==> src/include/soc_config.svh <==
`ifndef SOC_CONFIG_SVH
`define SOC_CONFIG_SVH

// address map of the memory interconnect, each window is [base, top)
`define RAM_BASE 32'h0000_0000
`define RAM_TOP 32'h0000_1000

`define CLINT_BASE 32'h0200_0000
`define CLINT_TOP 32'h0200_C000

// scratch ram depth in 32-bit words, fills the whole ram window
`define RAM_WORDS 1024

// clint register offsets relative to CLINT_BASE
`define CLINT_MSIP 32'h0000_0000
`define CLINT_MTIMECMP 32'h0000_4000 // high word at plus 4
`define CLINT_MTIME 32'h0000_BFF8 // high word at plus 4

// reset value of mtimecmp keeps mtip low until software sets it
`define MTIMECMP_RESET 64'hFFFF_FFFF_FFFF_FFFF

`endif

==> src/hw/soc_pkg.sv <==
package soc_pkg;

  typedef logic [31:0] word_t; // bus address or data word
  typedef logic [3:0] strb_t; // all zero means a read

  // target picked by the address decoder
  typedef enum logic [1:0] {
    target_ram,
    target_clint,
    target_none
  } target_e;

  // replaces the strobed bytes of a stored word with the bytes of a bus write
  function automatic word_t merge_bytes(word_t old_word, word_t new_word, strb_t strb);
    word_t merged;
    merged = old_word;
    for (int i = 0; i < 4; i++) begin
      if (strb[i]) begin
        merged[8*i +: 8] = new_word[8*i +: 8];
      end
    end
    return merged;
  endfunction

endpackage

==> src/hw/mem_bus_if.sv <==
// one valid/ready memory bus link between the decoder and a target
interface mem_bus_if;

  logic valid;
  logic instr; // request is an instruction fetch
  soc_pkg::word_t addr; // already rebased to the target window
  soc_pkg::word_t wdata;
  soc_pkg::strb_t wstrb;

  soc_pkg::word_t rdata; // valid while ready is high
  logic ready; // one pulse per request

  modport requester (
    output valid,
    output instr,
    output addr,
    output wdata,
    output wstrb,
    input rdata,
    input ready
  );

  modport target (
    input valid,
    input instr,
    input addr,
    input wdata,
    input wstrb,
    output rdata,
    output ready
  );

endinterface

==> src/hw/clint.sv <==
`include "soc_config.svh"

module clint (
  input logic clock,
  input logic reset,
  mem_bus_if.target bus,
  output logic msip,
  output logic mtip
);

  logic [63:0] mtime;
  logic [63:0] mtimecmp;
  logic msip_reg;
  logic access;
  logic write;
  soc_pkg::word_t read_word;

  assign access = bus.valid && !bus.ready;
  assign write = access && (bus.wstrb != '0);

  always_comb begin
    case (bus.addr)
      `CLINT_MSIP: read_word = {31'b0, msip_reg};
      `CLINT_MTIMECMP: read_word = mtimecmp[31:0];
      (`CLINT_MTIMECMP + 32'h4): read_word = mtimecmp[63:32];
      `CLINT_MTIME: read_word = mtime[31:0];
      (`CLINT_MTIME + 32'h4): read_word = mtime[63:32];
      default: read_word = '0; // holes in the window read as zero
    endcase
  end

  always_ff @(posedge clock) begin
    if (access) begin
      bus.rdata <= read_word;
    end
  end

  always_ff @(posedge clock) begin
    if (!reset) begin
      mtime <= '0;
      mtimecmp <= `MTIMECMP_RESET;
      msip_reg <= 1'b0;
      msip <= 1'b0;
      mtip <= 1'b0;
      bus.ready <= 1'b0;
    end else begin
      bus.ready <= access;
      msip <= msip_reg; // port lags the register by one cycle
      mtip <= mtime >= mtimecmp;
      mtime <= mtime + 64'd1;

      // a write to mtime replaces this cycle's increment
      if (write) begin
        case (bus.addr)
          `CLINT_MSIP: begin
            if (bus.wstrb[0]) begin
              msip_reg <= bus.wdata[0];
            end
          end
          `CLINT_MTIMECMP: begin
            mtimecmp[31:0] <= soc_pkg::merge_bytes(mtimecmp[31:0], bus.wdata, bus.wstrb);
          end
          (`CLINT_MTIMECMP + 32'h4): begin
            mtimecmp[63:32] <= soc_pkg::merge_bytes(mtimecmp[63:32], bus.wdata, bus.wstrb);
          end
          `CLINT_MTIME: begin
            mtime <= {mtime[63:32], soc_pkg::merge_bytes(mtime[31:0], bus.wdata, bus.wstrb)};
          end
          (`CLINT_MTIME + 32'h4): begin
            mtime <= {soc_pkg::merge_bytes(mtime[63:32], bus.wdata, bus.wstrb), mtime[31:0]};
          end
          default: begin
            // writes to unused offsets are dropped
          end
        endcase
      end
    end
  end

endmodule

==> src/flat_wrapper.sv <==
// flat-port wrapper written by rule: the top's interface ports become plain ports
module clint_flat 
  (clock, reset, msip, mtip, bus_valid, bus_instr, bus_addr, bus_wdata, bus_wstrb, bus_rdata, bus_ready);
  mem_bus_if bus_i ();
  input logic clock;
  input logic reset;
  output logic msip;
  output logic mtip;
  input wire logic [$bits(bus_i.valid)-1:0] bus_valid;
  input wire logic [$bits(bus_i.instr)-1:0] bus_instr;
  input wire logic [$bits(bus_i.addr)-1:0] bus_addr;
  input wire logic [$bits(bus_i.wdata)-1:0] bus_wdata;
  input wire logic [$bits(bus_i.wstrb)-1:0] bus_wstrb;
  output wire logic [$bits(bus_i.rdata)-1:0] bus_rdata;
  output wire logic [$bits(bus_i.ready)-1:0] bus_ready;
  assign bus_i.valid = bus_valid;
  assign bus_i.instr = bus_instr;
  assign bus_i.addr = bus_addr;
  assign bus_i.wdata = bus_wdata;
  assign bus_i.wstrb = bus_wstrb;
  assign bus_rdata = bus_i.rdata;
  assign bus_ready = bus_i.ready;
  clint u_core (.clock(clock), .reset(reset), .bus(bus_i), .msip(msip), .mtip(mtip));
endmodule
==> config.mk <==
export PLATFORM = sky130hd
export DESIGN_NAME = clint_flat
export DESIGN_NICKNAME = d
export VERILOG_FILES = /design/src/hw/soc_pkg.sv /design/src/hw/mem_bus_if.sv /design/src/hw/clint.sv /design/src/flat_wrapper.sv
export VERILOG_INCLUDE_DIRS = /design/src /design/src/include
export SDC_FILE = /design/constraint.sdc
export NUM_CORES = 1
export LEC_CHECK = 0
export BUFFER_PORTS_ARGS = -buffer_cell sky130_fd_sc_hd__buf_2
export CAP_MARGIN = 5
export CORE_MARGIN = 3
export CORE_UTILIZATION = 45
export CTS_CLUSTER_DIAMETER = 50
export DETAILED_ROUTE_END_ITERATION = 8
export PLACE_DENSITY_LB_ADDON = 0.12
export SKIP_LAST_GASP = 1
export SLEW_MARGIN = 20
export SYNTH_ARGS = -nofsm -noshare
export SYNTH_HDL_FRONTEND = slang
export SYNTH_SLANG_ARGS = --single-unit
==> constraint.sdc <==
create_clock -name clock -period 3.6 [get_ports clock]
set_input_delay 0.18 -clock clock [delete_from_list [all_inputs] [get_ports clock]]
set_output_delay 0.18 -clock clock [all_outputs]
set_load 0.005 [all_outputs]
==> impl_metrics.yaml <==
sta:
  fin_ws_ns: 0.7297
  period_needed_ns: 2.870
  setup_tns_ns: 0
  fin_crit_sh: 0.7973
  hold_viol: 0
  fin_worst_skew_ns: 0.02058
  setup_viol: 0
  maxSlewViolCount: 0
  max_clock_freq_ghz: 0.3484
  rsz0062_at_grt: "no"
  max_slew.worst_pin.slew_ns: 0.9432
  slew_headroom: 0.3654
grt:
  overflow: 0
  grt_use_total: 0.2653
  grt_max_degree: 70
  grt_pass1_vias: 8967
  antenna_found_initial: 0
  grt_pass1_wl_um: 50620
routing:
  ant_nets: 0
  drt-pass1-iter-count: 6
  drtIter0Drc: 1028
  wl_per_cell_um: 20.97
  routed_via_density: 6.300
  drt_wl_total_um: 32340
  drcViolationCount: 0
  routed-via-count: 9714
die:
  core_mm2: 0.02142
  pin_count: 107
  num_rows: 53
  initial_utilization: 0.4657
  die_h_um: 154.9
  die_area_mm2: 0.02399
  die_x_um: 154.9
placed_design:
  hpwlAfterDp_um: 22920
  dp_slack_ns: 0.7875
  gp_congestion: 0.9097
  portBuffers: 105
yosys:
  yosys_register_bits: 164
  yosysWarnings: 0
  synth-simple-area-share: 0.2191
  syn_area_mm2: 0.009976
  synthAdderAreaFrac: 0.08153
  synthFlopType: "dfxtp_1"
  yosysSeqAreaShare: 0.3612
  yosysTopAreaCell: "dfxtp_1"
  syn_nets: 1315
  synthDistinctLibCells: 72
  synth_xor_area_frac: 0.0008780
  synth.avg_cell_area_um2: 8.468
  synth_edf_count: 32
  synth_top_family_by_area: "compound AO/OA/AOI/OAI gates"
  synth_cells: 1178
  synth.area.mux_share: 0.05619
  synth_compound_area_frac: 0.2209
  synth-async-reset-ratio: 0
  yosysTopAreaCellShare: 0.2649
  synthTopCellsByArea: "dfxtp_1, edfxtp_1, ha_1"
setup_path:
  critPathBufInv: 0
  cp_cell_sequence: "ha_1, nand3_1, nor3_2, and4_1, nand2_1, or4_1, a31oi_1"
  worstSetupPathType: "flop to flop"
  arrival_ns: 3.23
  worstReg2RegStart: "u_core.mtime[1]"
  cpLargestDelayFamily: "simple AND/OR/NAND/NOR gates"
  max_stage_delay_ns: 0.59
  slowest_stage: "and4_1"
  cp-start-kind: "flop"
  crit_path_start: "u_core.mtime[1]"
  endpoint_kind: "flop"
  crit_required_ns: 3.96
  crit_path_max_fanout: 11
clock_network:
  cts_tree: "yes"
  htree_levels: 4
  clock_latency_ns: 0.45
  cts-resized-gates: 0
  ctsRootBufferMaster: "clkbuf_16"
  cts_inserted_buffers: 17
  path_clk_slew_ns: 0.07
  cts.sinks: 164
  clockBufferDepth: 2
  postCtsSetupBuffers: 0
  ctsHoldBuffers: 0
worst_hold_path:
  hp-class: "input pin to flop"
  min_from: "bus_wdata[8]"
cells_and_area:
  final_common_cell: "nand2_1"
  area_delta_synth_final_pct: 13.80
  final_cell_mix: "nand2_1, dfxtp_1, buf_2"
  finalNetCount: 1391
  n_antenna_cell: 0
  drive_gt1_frac: 0.1452
  reg_top3: "u_core.mtime x64, u_core.mtimecmp x64, u_core.bus.rdata x32"
job:
  drv_cap: 0
pwr:
  vdd_drop_max_uv: 247.8
  p_leak_uw: 0.005119
  p_per_area_mw_per_mm2: 355.1
run_status:
  status: "finished, final reports clean"
## routing by layer
| metal | GRT usage | vias to the layer above | part of all wire |
|---|---|---|---|
| met5 | 0 | - | 0 |
| met4 | 0.08200 | 0 | 0.025 |
| met3 | 0.05257 | 54 | 0.080 |
| met2 | 0.4044 | 439 | 0.44 |
| met1 | 0.3802 | 4615 | 0.45 |
| li1 | - | 4606 | - |
## metrics by stage
stage	area, µm²	util	power [µW]	hold slack [ns]	instances
after floorplan	9976	-	2019	0.3051	1178
after global placement	10740	0.5015	2138	0.4609	1510
after detailed placement	10740	0.5015	2139	0.4660	1510
after CTS	11350	0.5300	4047	0.01237	1542
after global routing	11350	0.5300	4132	0.02681	1542
final	11350	0.5300	4031	0.01671	1542
## synth_stat cells (all sizes together), types with 7 or more instances
cell and n:
a211oi 15, a21oi 56, a22oi 62, a311oi 8
a31oi 27, a41oi 8, and2 14, and3 17
buf 22, clkbuf 50, dfxtp 132, edfxtp 32
ha 65, inv 75, mux2i 56, nand2 140
nand3 47, nand4 48, nor2 54, nor2b 7
nor3 33, nor4 21, o211ai 18, o21a 7
o21ai 54, o221ai 7, o22ai 33
## cells by family (layout without fill, tap and decap cells)
kind of cell	Yosys count	count (layout)
buffers and inverters	148	237
adders and majority gates	65	65
and+or+nand+nor	415	415
DFF	164	164
AOI/OAI and AO/OA	329	329
xor gates and xnor gates	1	1
muxes	56	56
## worst paths after layout
check / slack [ns] / to / depth (start not counted)
max: 0.73 / u_core.mtime[52] / 7
min: 0.02 / u_core.mtimecmp[8] / 3
max reg2reg: 0.73 / u_core.mtime[52] / 7
min reg2reg: 0.51 / u_core.mtimecmp[8] / 2
## tightest hold or removal path, delay by kind of cell
kind,cells,cell delay (ns)
and+or+nand+nor,1,0.06
muxes,1,0.07
buffers and inverters,1,0.12
## layout make-up
| type | instances | area [µm²] |
|---|---|---|
| Clock buffer | 20 | 456.7 |
| Multi-Input combinational cell | 866 | 5792 |
| Tap cell | 275 | 344.1 |
| Fill cell | 2059 | 10070 |
| Timing Repair Buffer | 129 | 718.2 |
| Clock inverter | 12 | 152.6 |
| Sequential cell | 164 | 3603 |
| Inverter | 76 | 285.3 |
## power by group
group,internal (µW),leakage (µW),switching (µW)
Combinational,62.1,0.00343,139
Clock,1130,0.000299,801
Sequential,1890,0.00139,9.71
Note: power is estimated with default switching activity, not from simulation.
