$ cat src/include/soc_config.svh
`ifndef SOC_CONFIG_SVH
`define SOC_CONFIG_SVH

// address map of the memory interconnect, each window is [base, top)
`define RAM_BASE 32'h0000_0000
`define RAM_TOP 32'h0000_1000

`define CLINT_BASE 32'h0200_0000
`define CLINT_TOP 32'h0200_C000

// scratch ram depth in 32-bit words, fills the whole ram window
`define RAM_WORDS 1024

// clint register offsets relative to CLINT_BASE
`define CLINT_MSIP 32'h0000_0000
`define CLINT_MTIMECMP 32'h0000_4000 // high word at plus 4
`define CLINT_MTIME 32'h0000_BFF8 // high word at plus 4

// reset value of mtimecmp keeps mtip low until software sets it
`define MTIMECMP_RESET 64'hFFFF_FFFF_FFFF_FFFF

`endif

$ cat src/hw/soc_pkg.sv
package soc_pkg;

  typedef logic [31:0] word_t; // bus address or data word
  typedef logic [3:0] strb_t; // all zero means a read

  // target picked by the address decoder
  typedef enum logic [1:0] {
    target_ram,
    target_clint,
    target_none
  } target_e;

  // replaces the strobed bytes of a stored word with the bytes of a bus write
  function automatic word_t merge_bytes(word_t old_word, word_t new_word, strb_t strb);
    word_t merged;
    merged = old_word;
    for (int i = 0; i < 4; i++) begin
      if (strb[i]) begin
        merged[8*i +: 8] = new_word[8*i +: 8];
      end
    end
    return merged;
  endfunction

endpackage

$ cat src/hw/mem_bus_if.sv
// one valid/ready memory bus link between the decoder and a target
interface mem_bus_if;

  logic valid;
  logic instr; // request is an instruction fetch
  soc_pkg::word_t addr; // already rebased to the target window
  soc_pkg::word_t wdata;
  soc_pkg::strb_t wstrb;

  soc_pkg::word_t rdata; // valid while ready is high
  logic ready; // one pulse per request

  modport requester (
    output valid,
    output instr,
    output addr,
    output wdata,
    output wstrb,
    input rdata,
    input ready
  );

  modport target (
    input valid,
    input instr,
    input addr,
    input wdata,
    input wstrb,
    output rdata,
    output ready
  );

endinterface

$ cat src/hw/bus_decode.sv
`include "soc_config.svh"

module bus_decode (
  input logic mem_valid,
  input logic mem_instr,
  input soc_pkg::word_t mem_addr,
  input soc_pkg::word_t mem_wdata,
  input soc_pkg::strb_t mem_wstrb,
  mem_bus_if.requester ram_bus,
  mem_bus_if.requester clint_bus,
  output logic decode_error
);

  soc_pkg::target_e target;
  soc_pkg::word_t ram_offset;
  soc_pkg::word_t clint_offset;
  logic in_ram;
  logic in_clint;

  // offsets into each window, an address below the base wraps to a large value
  assign ram_offset = mem_addr - `RAM_BASE;
  assign clint_offset = mem_addr - `CLINT_BASE;

  assign in_ram = ram_offset < (`RAM_TOP - `RAM_BASE);
  assign in_clint = clint_offset < (`CLINT_TOP - `CLINT_BASE);

  always_comb begin
    target = soc_pkg::target_none;
    if (in_ram) begin
      target = soc_pkg::target_ram;
    end else if (in_clint && !mem_instr) begin
      // code is never fetched from timer registers
      target = soc_pkg::target_clint;
    end
  end

  always_comb begin
    ram_bus.valid = mem_valid && (target == soc_pkg::target_ram);
    ram_bus.instr = mem_instr;
    ram_bus.addr = ram_offset;
    ram_bus.wdata = mem_wdata;
    ram_bus.wstrb = mem_wstrb;
  end

  always_comb begin
    clint_bus.valid = mem_valid && (target == soc_pkg::target_clint);
    clint_bus.instr = mem_instr;
    clint_bus.addr = clint_offset;
    clint_bus.wdata = mem_wdata;
    clint_bus.wstrb = mem_wstrb;
  end

  // held high for as long as the bad request stays on the bus
  assign decode_error = mem_valid && (target == soc_pkg::target_none);

endmodule

$ cat src/flat_wrapper.sv
// flat-port wrapper written by rule: the top's interface ports become plain ports
module bus_decode_flat 
  (mem_valid, mem_instr, mem_addr, mem_wdata, mem_wstrb, decode_error, ram_bus_valid, ram_bus_instr, ram_bus_addr, ram_bus_wdata, ram_bus_wstrb, ram_bus_rdata, ram_bus_ready, clint_bus_valid, clint_bus_instr, clint_bus_addr, clint_bus_wdata, clint_bus_wstrb, clint_bus_rdata, clint_bus_ready);
  mem_bus_if ram_bus_i ();
  mem_bus_if clint_bus_i ();
  input logic mem_valid;
  input logic mem_instr;
  input soc_pkg::word_t mem_addr;
  input soc_pkg::word_t mem_wdata;
  input soc_pkg::strb_t mem_wstrb;
  output logic decode_error;
  output wire logic [$bits(ram_bus_i.valid)-1:0] ram_bus_valid;
  output wire logic [$bits(ram_bus_i.instr)-1:0] ram_bus_instr;
  output wire logic [$bits(ram_bus_i.addr)-1:0] ram_bus_addr;
  output wire logic [$bits(ram_bus_i.wdata)-1:0] ram_bus_wdata;
  output wire logic [$bits(ram_bus_i.wstrb)-1:0] ram_bus_wstrb;
  input wire logic [$bits(ram_bus_i.rdata)-1:0] ram_bus_rdata;
  input wire logic [$bits(ram_bus_i.ready)-1:0] ram_bus_ready;
  output wire logic [$bits(clint_bus_i.valid)-1:0] clint_bus_valid;
  output wire logic [$bits(clint_bus_i.instr)-1:0] clint_bus_instr;
  output wire logic [$bits(clint_bus_i.addr)-1:0] clint_bus_addr;
  output wire logic [$bits(clint_bus_i.wdata)-1:0] clint_bus_wdata;
  output wire logic [$bits(clint_bus_i.wstrb)-1:0] clint_bus_wstrb;
  input wire logic [$bits(clint_bus_i.rdata)-1:0] clint_bus_rdata;
  input wire logic [$bits(clint_bus_i.ready)-1:0] clint_bus_ready;
  assign ram_bus_valid = ram_bus_i.valid;
  assign ram_bus_instr = ram_bus_i.instr;
  assign ram_bus_addr = ram_bus_i.addr;
  assign ram_bus_wdata = ram_bus_i.wdata;
  assign ram_bus_wstrb = ram_bus_i.wstrb;
  assign ram_bus_i.rdata = ram_bus_rdata;
  assign ram_bus_i.ready = ram_bus_ready;
  assign clint_bus_valid = clint_bus_i.valid;
  assign clint_bus_instr = clint_bus_i.instr;
  assign clint_bus_addr = clint_bus_i.addr;
  assign clint_bus_wdata = clint_bus_i.wdata;
  assign clint_bus_wstrb = clint_bus_i.wstrb;
  assign clint_bus_i.rdata = clint_bus_rdata;
  assign clint_bus_i.ready = clint_bus_ready;
  bus_decode u_core (.mem_valid(mem_valid), .mem_instr(mem_instr), .mem_addr(mem_addr), .mem_wdata(mem_wdata), .mem_wstrb(mem_wstrb), .ram_bus(ram_bus_i), .clint_bus(clint_bus_i), .decode_error(decode_error));
endmodule
$ cat config.mk
export PLATFORM = sky130hd
export DESIGN_NAME = bus_decode_flat
export DESIGN_NICKNAME = d
export VERILOG_FILES = /design/src/hw/soc_pkg.sv /design/src/hw/mem_bus_if.sv /design/src/hw/bus_decode.sv /design/src/flat_wrapper.sv
export VERILOG_INCLUDE_DIRS = /design/src /design/src/include
export SDC_FILE = /design/constraint.sdc
export NUM_CORES = 1
export LEC_CHECK = 0
export ABC_AREA = 1
export BUFFER_PORTS_ARGS = -buffer_cell sky130_fd_sc_hd__clkbuf_2
export CAP_MARGIN = 20
export CORE_AREA = 4 4 104 106
export DETAILED_ROUTE_END_ITERATION = 8
export DIE_AREA = 0 0 108 110
export PLACE_DENSITY = 0.56
export RECOVER_POWER = 100
export SYNTH_ARGS = -nofsm -noshare
export SYNTH_HDL_FRONTEND = slang
export SYNTH_SLANG_ARGS = --single-unit
$ cat constraint.sdc
create_clock -name vclk -period 2.85
set_input_delay 0.1425 -clock vclk [all_inputs]
set_output_delay 0.1425 -clock vclk [all_outputs]
set_load 0.05 [all_outputs]
==> flow_summary_export.csv <==
group,metric,value,unit
run_status,status,"finished clean",
route,wl,2740,um
worst_setup_path,slowest_delay,0.47,ns
synthesis,synthTopCellsByArea,"buf_4, nand2_1, nor2_1",
layout,seq_area,0,um^2
worst_setup_path,critPathMostFrequentCell,"nor2_1",
global_route,grt-ovfl-total,0,
floorplanning,core,9770,um^2
worst_hold_path,hold_path_class,"input pin to primary output",
worst_setup_path,critPathCapture,"clint_bus_valid",
layout,final_common_cell,"clkbuf_1",
route,wl_met3,455,um
global_route,grt_first_pass_wirelength,3750,um
pwr,seqPwrFrac,0,%
clock_network,post_cts_buffers,0,
synthesis,netlist_area,1340,um^2
worst_setup_path,critPathTopFamily,"buffers and inverters",
pwr,p_leak,0.331,nW
worst_setup_path,crit_chain,"clkbuf_2, inv_2, ha_1, inv_1, nor2_1, nand2_1, nor2_1, nand3_1, nor2_1, nand2_1, nor2_2, clkbuf_1",
clock_network,hold_buffers,0,
layout,nClkBuffers,0,
route,routed-wl-met2,1260,um
clock_network,cts_resized,0,
worst_setup_path,path_class,"input pin to primary output",
sta,finalMaxSlewViolations,0,
sta,layout_min_cycle_time,1.94,ns
pwr,ir_worst_vdd,0.0000529,V
route,drc,0,
placement,pre_cts_slack,1.09,ns
sta,worst_pin_slew,0.633,ns
synthesis,ys_seq_area_share,0,%
placement,gp_congestion,0.643,
pwr,comb_power_share,100.0,%
route,drt_first_pass_iters,4,
synthesis,synth_top_area_share,73.3,%
placement,port_buffers,67,
floorplanning,initial_core_util,13.7,%
synthesis,yosys_warnings,0,
route,drtIter0Drc,22,
worst_setup_path,path_max_fanout,8,
sta,worst_slack,0.915,ns
worst_setup_path,worstSetupPathDepth,12,
floorplanning,dieArea,11900,um^2
job,cap_violations,0,
worst_setup_path,cp-start-kind,"input pin",
floorplanning,ioPinCount,277,
layout,seq_cells,0,
pwr,swShare,82.7,%
layout,diodes,0,
sta,finalSetupViolCount,0,
floorplanning,dieWidth,108,um
route,wl_per_cell,9.97,um
sta,fin_crit_sh,67.9,%
worst_setup_path,path_buf_inv,4,
sta,finalHoldViolations,0,
layout,nets,281,
global_route,grt_max_degree,9,
route,viasPerCell,2.84,
global_route,grt_antenna_before_repair,0,
pwr,intPower,0.0000363,W
floorplanning,fp-row-count,36,
pwr,clkPwrFrac,0,%
sta,fin_setup_tns,0,ns
global_route,grt_usage,3.97,%
worst_setup_path,required,2.71,ns
route,via_count,782,
global_route,grt_pass1_vias,700,
sta,fmaxAchievable,0.517,GHz
placement,dp.cells,275,
route,wl_met1,741,um
sta,max_slew_margin,58.0,%
placement,dp_hpwl,2480,um
worst_setup_path,cp-startpoint,"mem_addr[25]",
synthesis,yosys.area.top_type,"buf_4",
route,final_antenna_net_count,0,
pwr,p_per_area,261,nW/um^2
floorplanning,die_h,110,um
synthesis,synth_cells,206,
synthesis,synth_area_per_cell,6.52,um^2
synthesis,synth_nets,343,
layout,final_cells,275,
worst_setup_path,cpMaxStageDelayCell,"clkbuf_1",
worst_setup_path,crit_path_end_kind,"primary output",
sta,rsz0062_at_grt,"false",
layout,syn2layout_area_growth,-40.1,%
pwr,p_sw,0.000174,W
worst_setup_path,cp.arrival,1.79,ns
layout,final_cell_mix,"clkbuf_1, clkbuf_2, nand2_1, nor2_1, inv_1",
layout,drive_above_1_share,26.8,%
synthesis,post_synth_num_cell_types,14,
route,top_layer,"met4",
[per-layer routing]
metal  vias up  GRT usage [%]
li1        367              -
met1       309           3.08
met2        65           7.73
met3        41          0.874
met4         0           4.24
met5         -              0
[stage by stage]
stage / utilization (%) / hold slack (ns) / total power [W] / area, um^2
6_report: 8.23 / 0.285 / 0.000210 / 805
5_1_grt: 8.23 / 0.285 / 0.000223 / 805
4_1_cts: 8.81 / 0.285 / 0.000222 / 861
3_5_place_dp: 8.81 / 0.285 / 0.000221 / 861
3_3_place_gp: 8.81 / 0.285 / 0.000220 / 861
2_1_floorplan: - / 0.407 / 0.000556 / 1340
[final cells by class]
cell class	count	area, um^2
fill	1183	8970
multi-input combinational	60	303
timing repair buffer	67	279
tap	133	166
inverter	15	56.3
[power by group through the flow]
stage	registers [W]	clock network (W)	logic [W]
after floorplan	0	0	0.000556
after global placement	0	0	0.000220
after detailed placement	0	0	0.000221
after CTS	0	0	0.000222
after global routing	0	0	0.000223
final	0	0	0.000210
[how the worst min path moves through the flow]
stage	from	endpoint	slack, ns	cells past startpoint
global route	mem_wstrb[1]	clint_bus_wstrb[1]	0.29	0
detailed placement	mem_addr[8]	clint_bus_addr[8]	0.29	0
CTS	mem_addr[8]	clint_bus_addr[8]	0.29	0
floorplan	mem_addr[25]	clint_bus_addr[25]	0.41	1
finish	mem_wdata[12]	clint_bus_wdata[12]	0.29	0
global placement	mem_addr[8]	clint_bus_addr[8]	0.29	0
[cell families (layout without fill, tap and decap cells)]
| kind of cell | Yosys count | count (layout) | synth area share, % |
|---|---|---|---|
| XOR/XNOR | 1 | 1 | 0.652 |
| adder cells (fa/ha/maj) | 1 | 1 | 0.932 |
| buffers and inverters | 146 | 82 | 77.4 |
| AND/OR/NAND/NOR | 58 | 58 | 21.0 |
[cells in the mapped netlist (all sizes together)]
master	number
ha	1
buf	131
xnor2	1
nor3	1
nand4	2
nor2	23
inv	15
nand2	24
nand3	8
(Power assumes the default switching activity.)
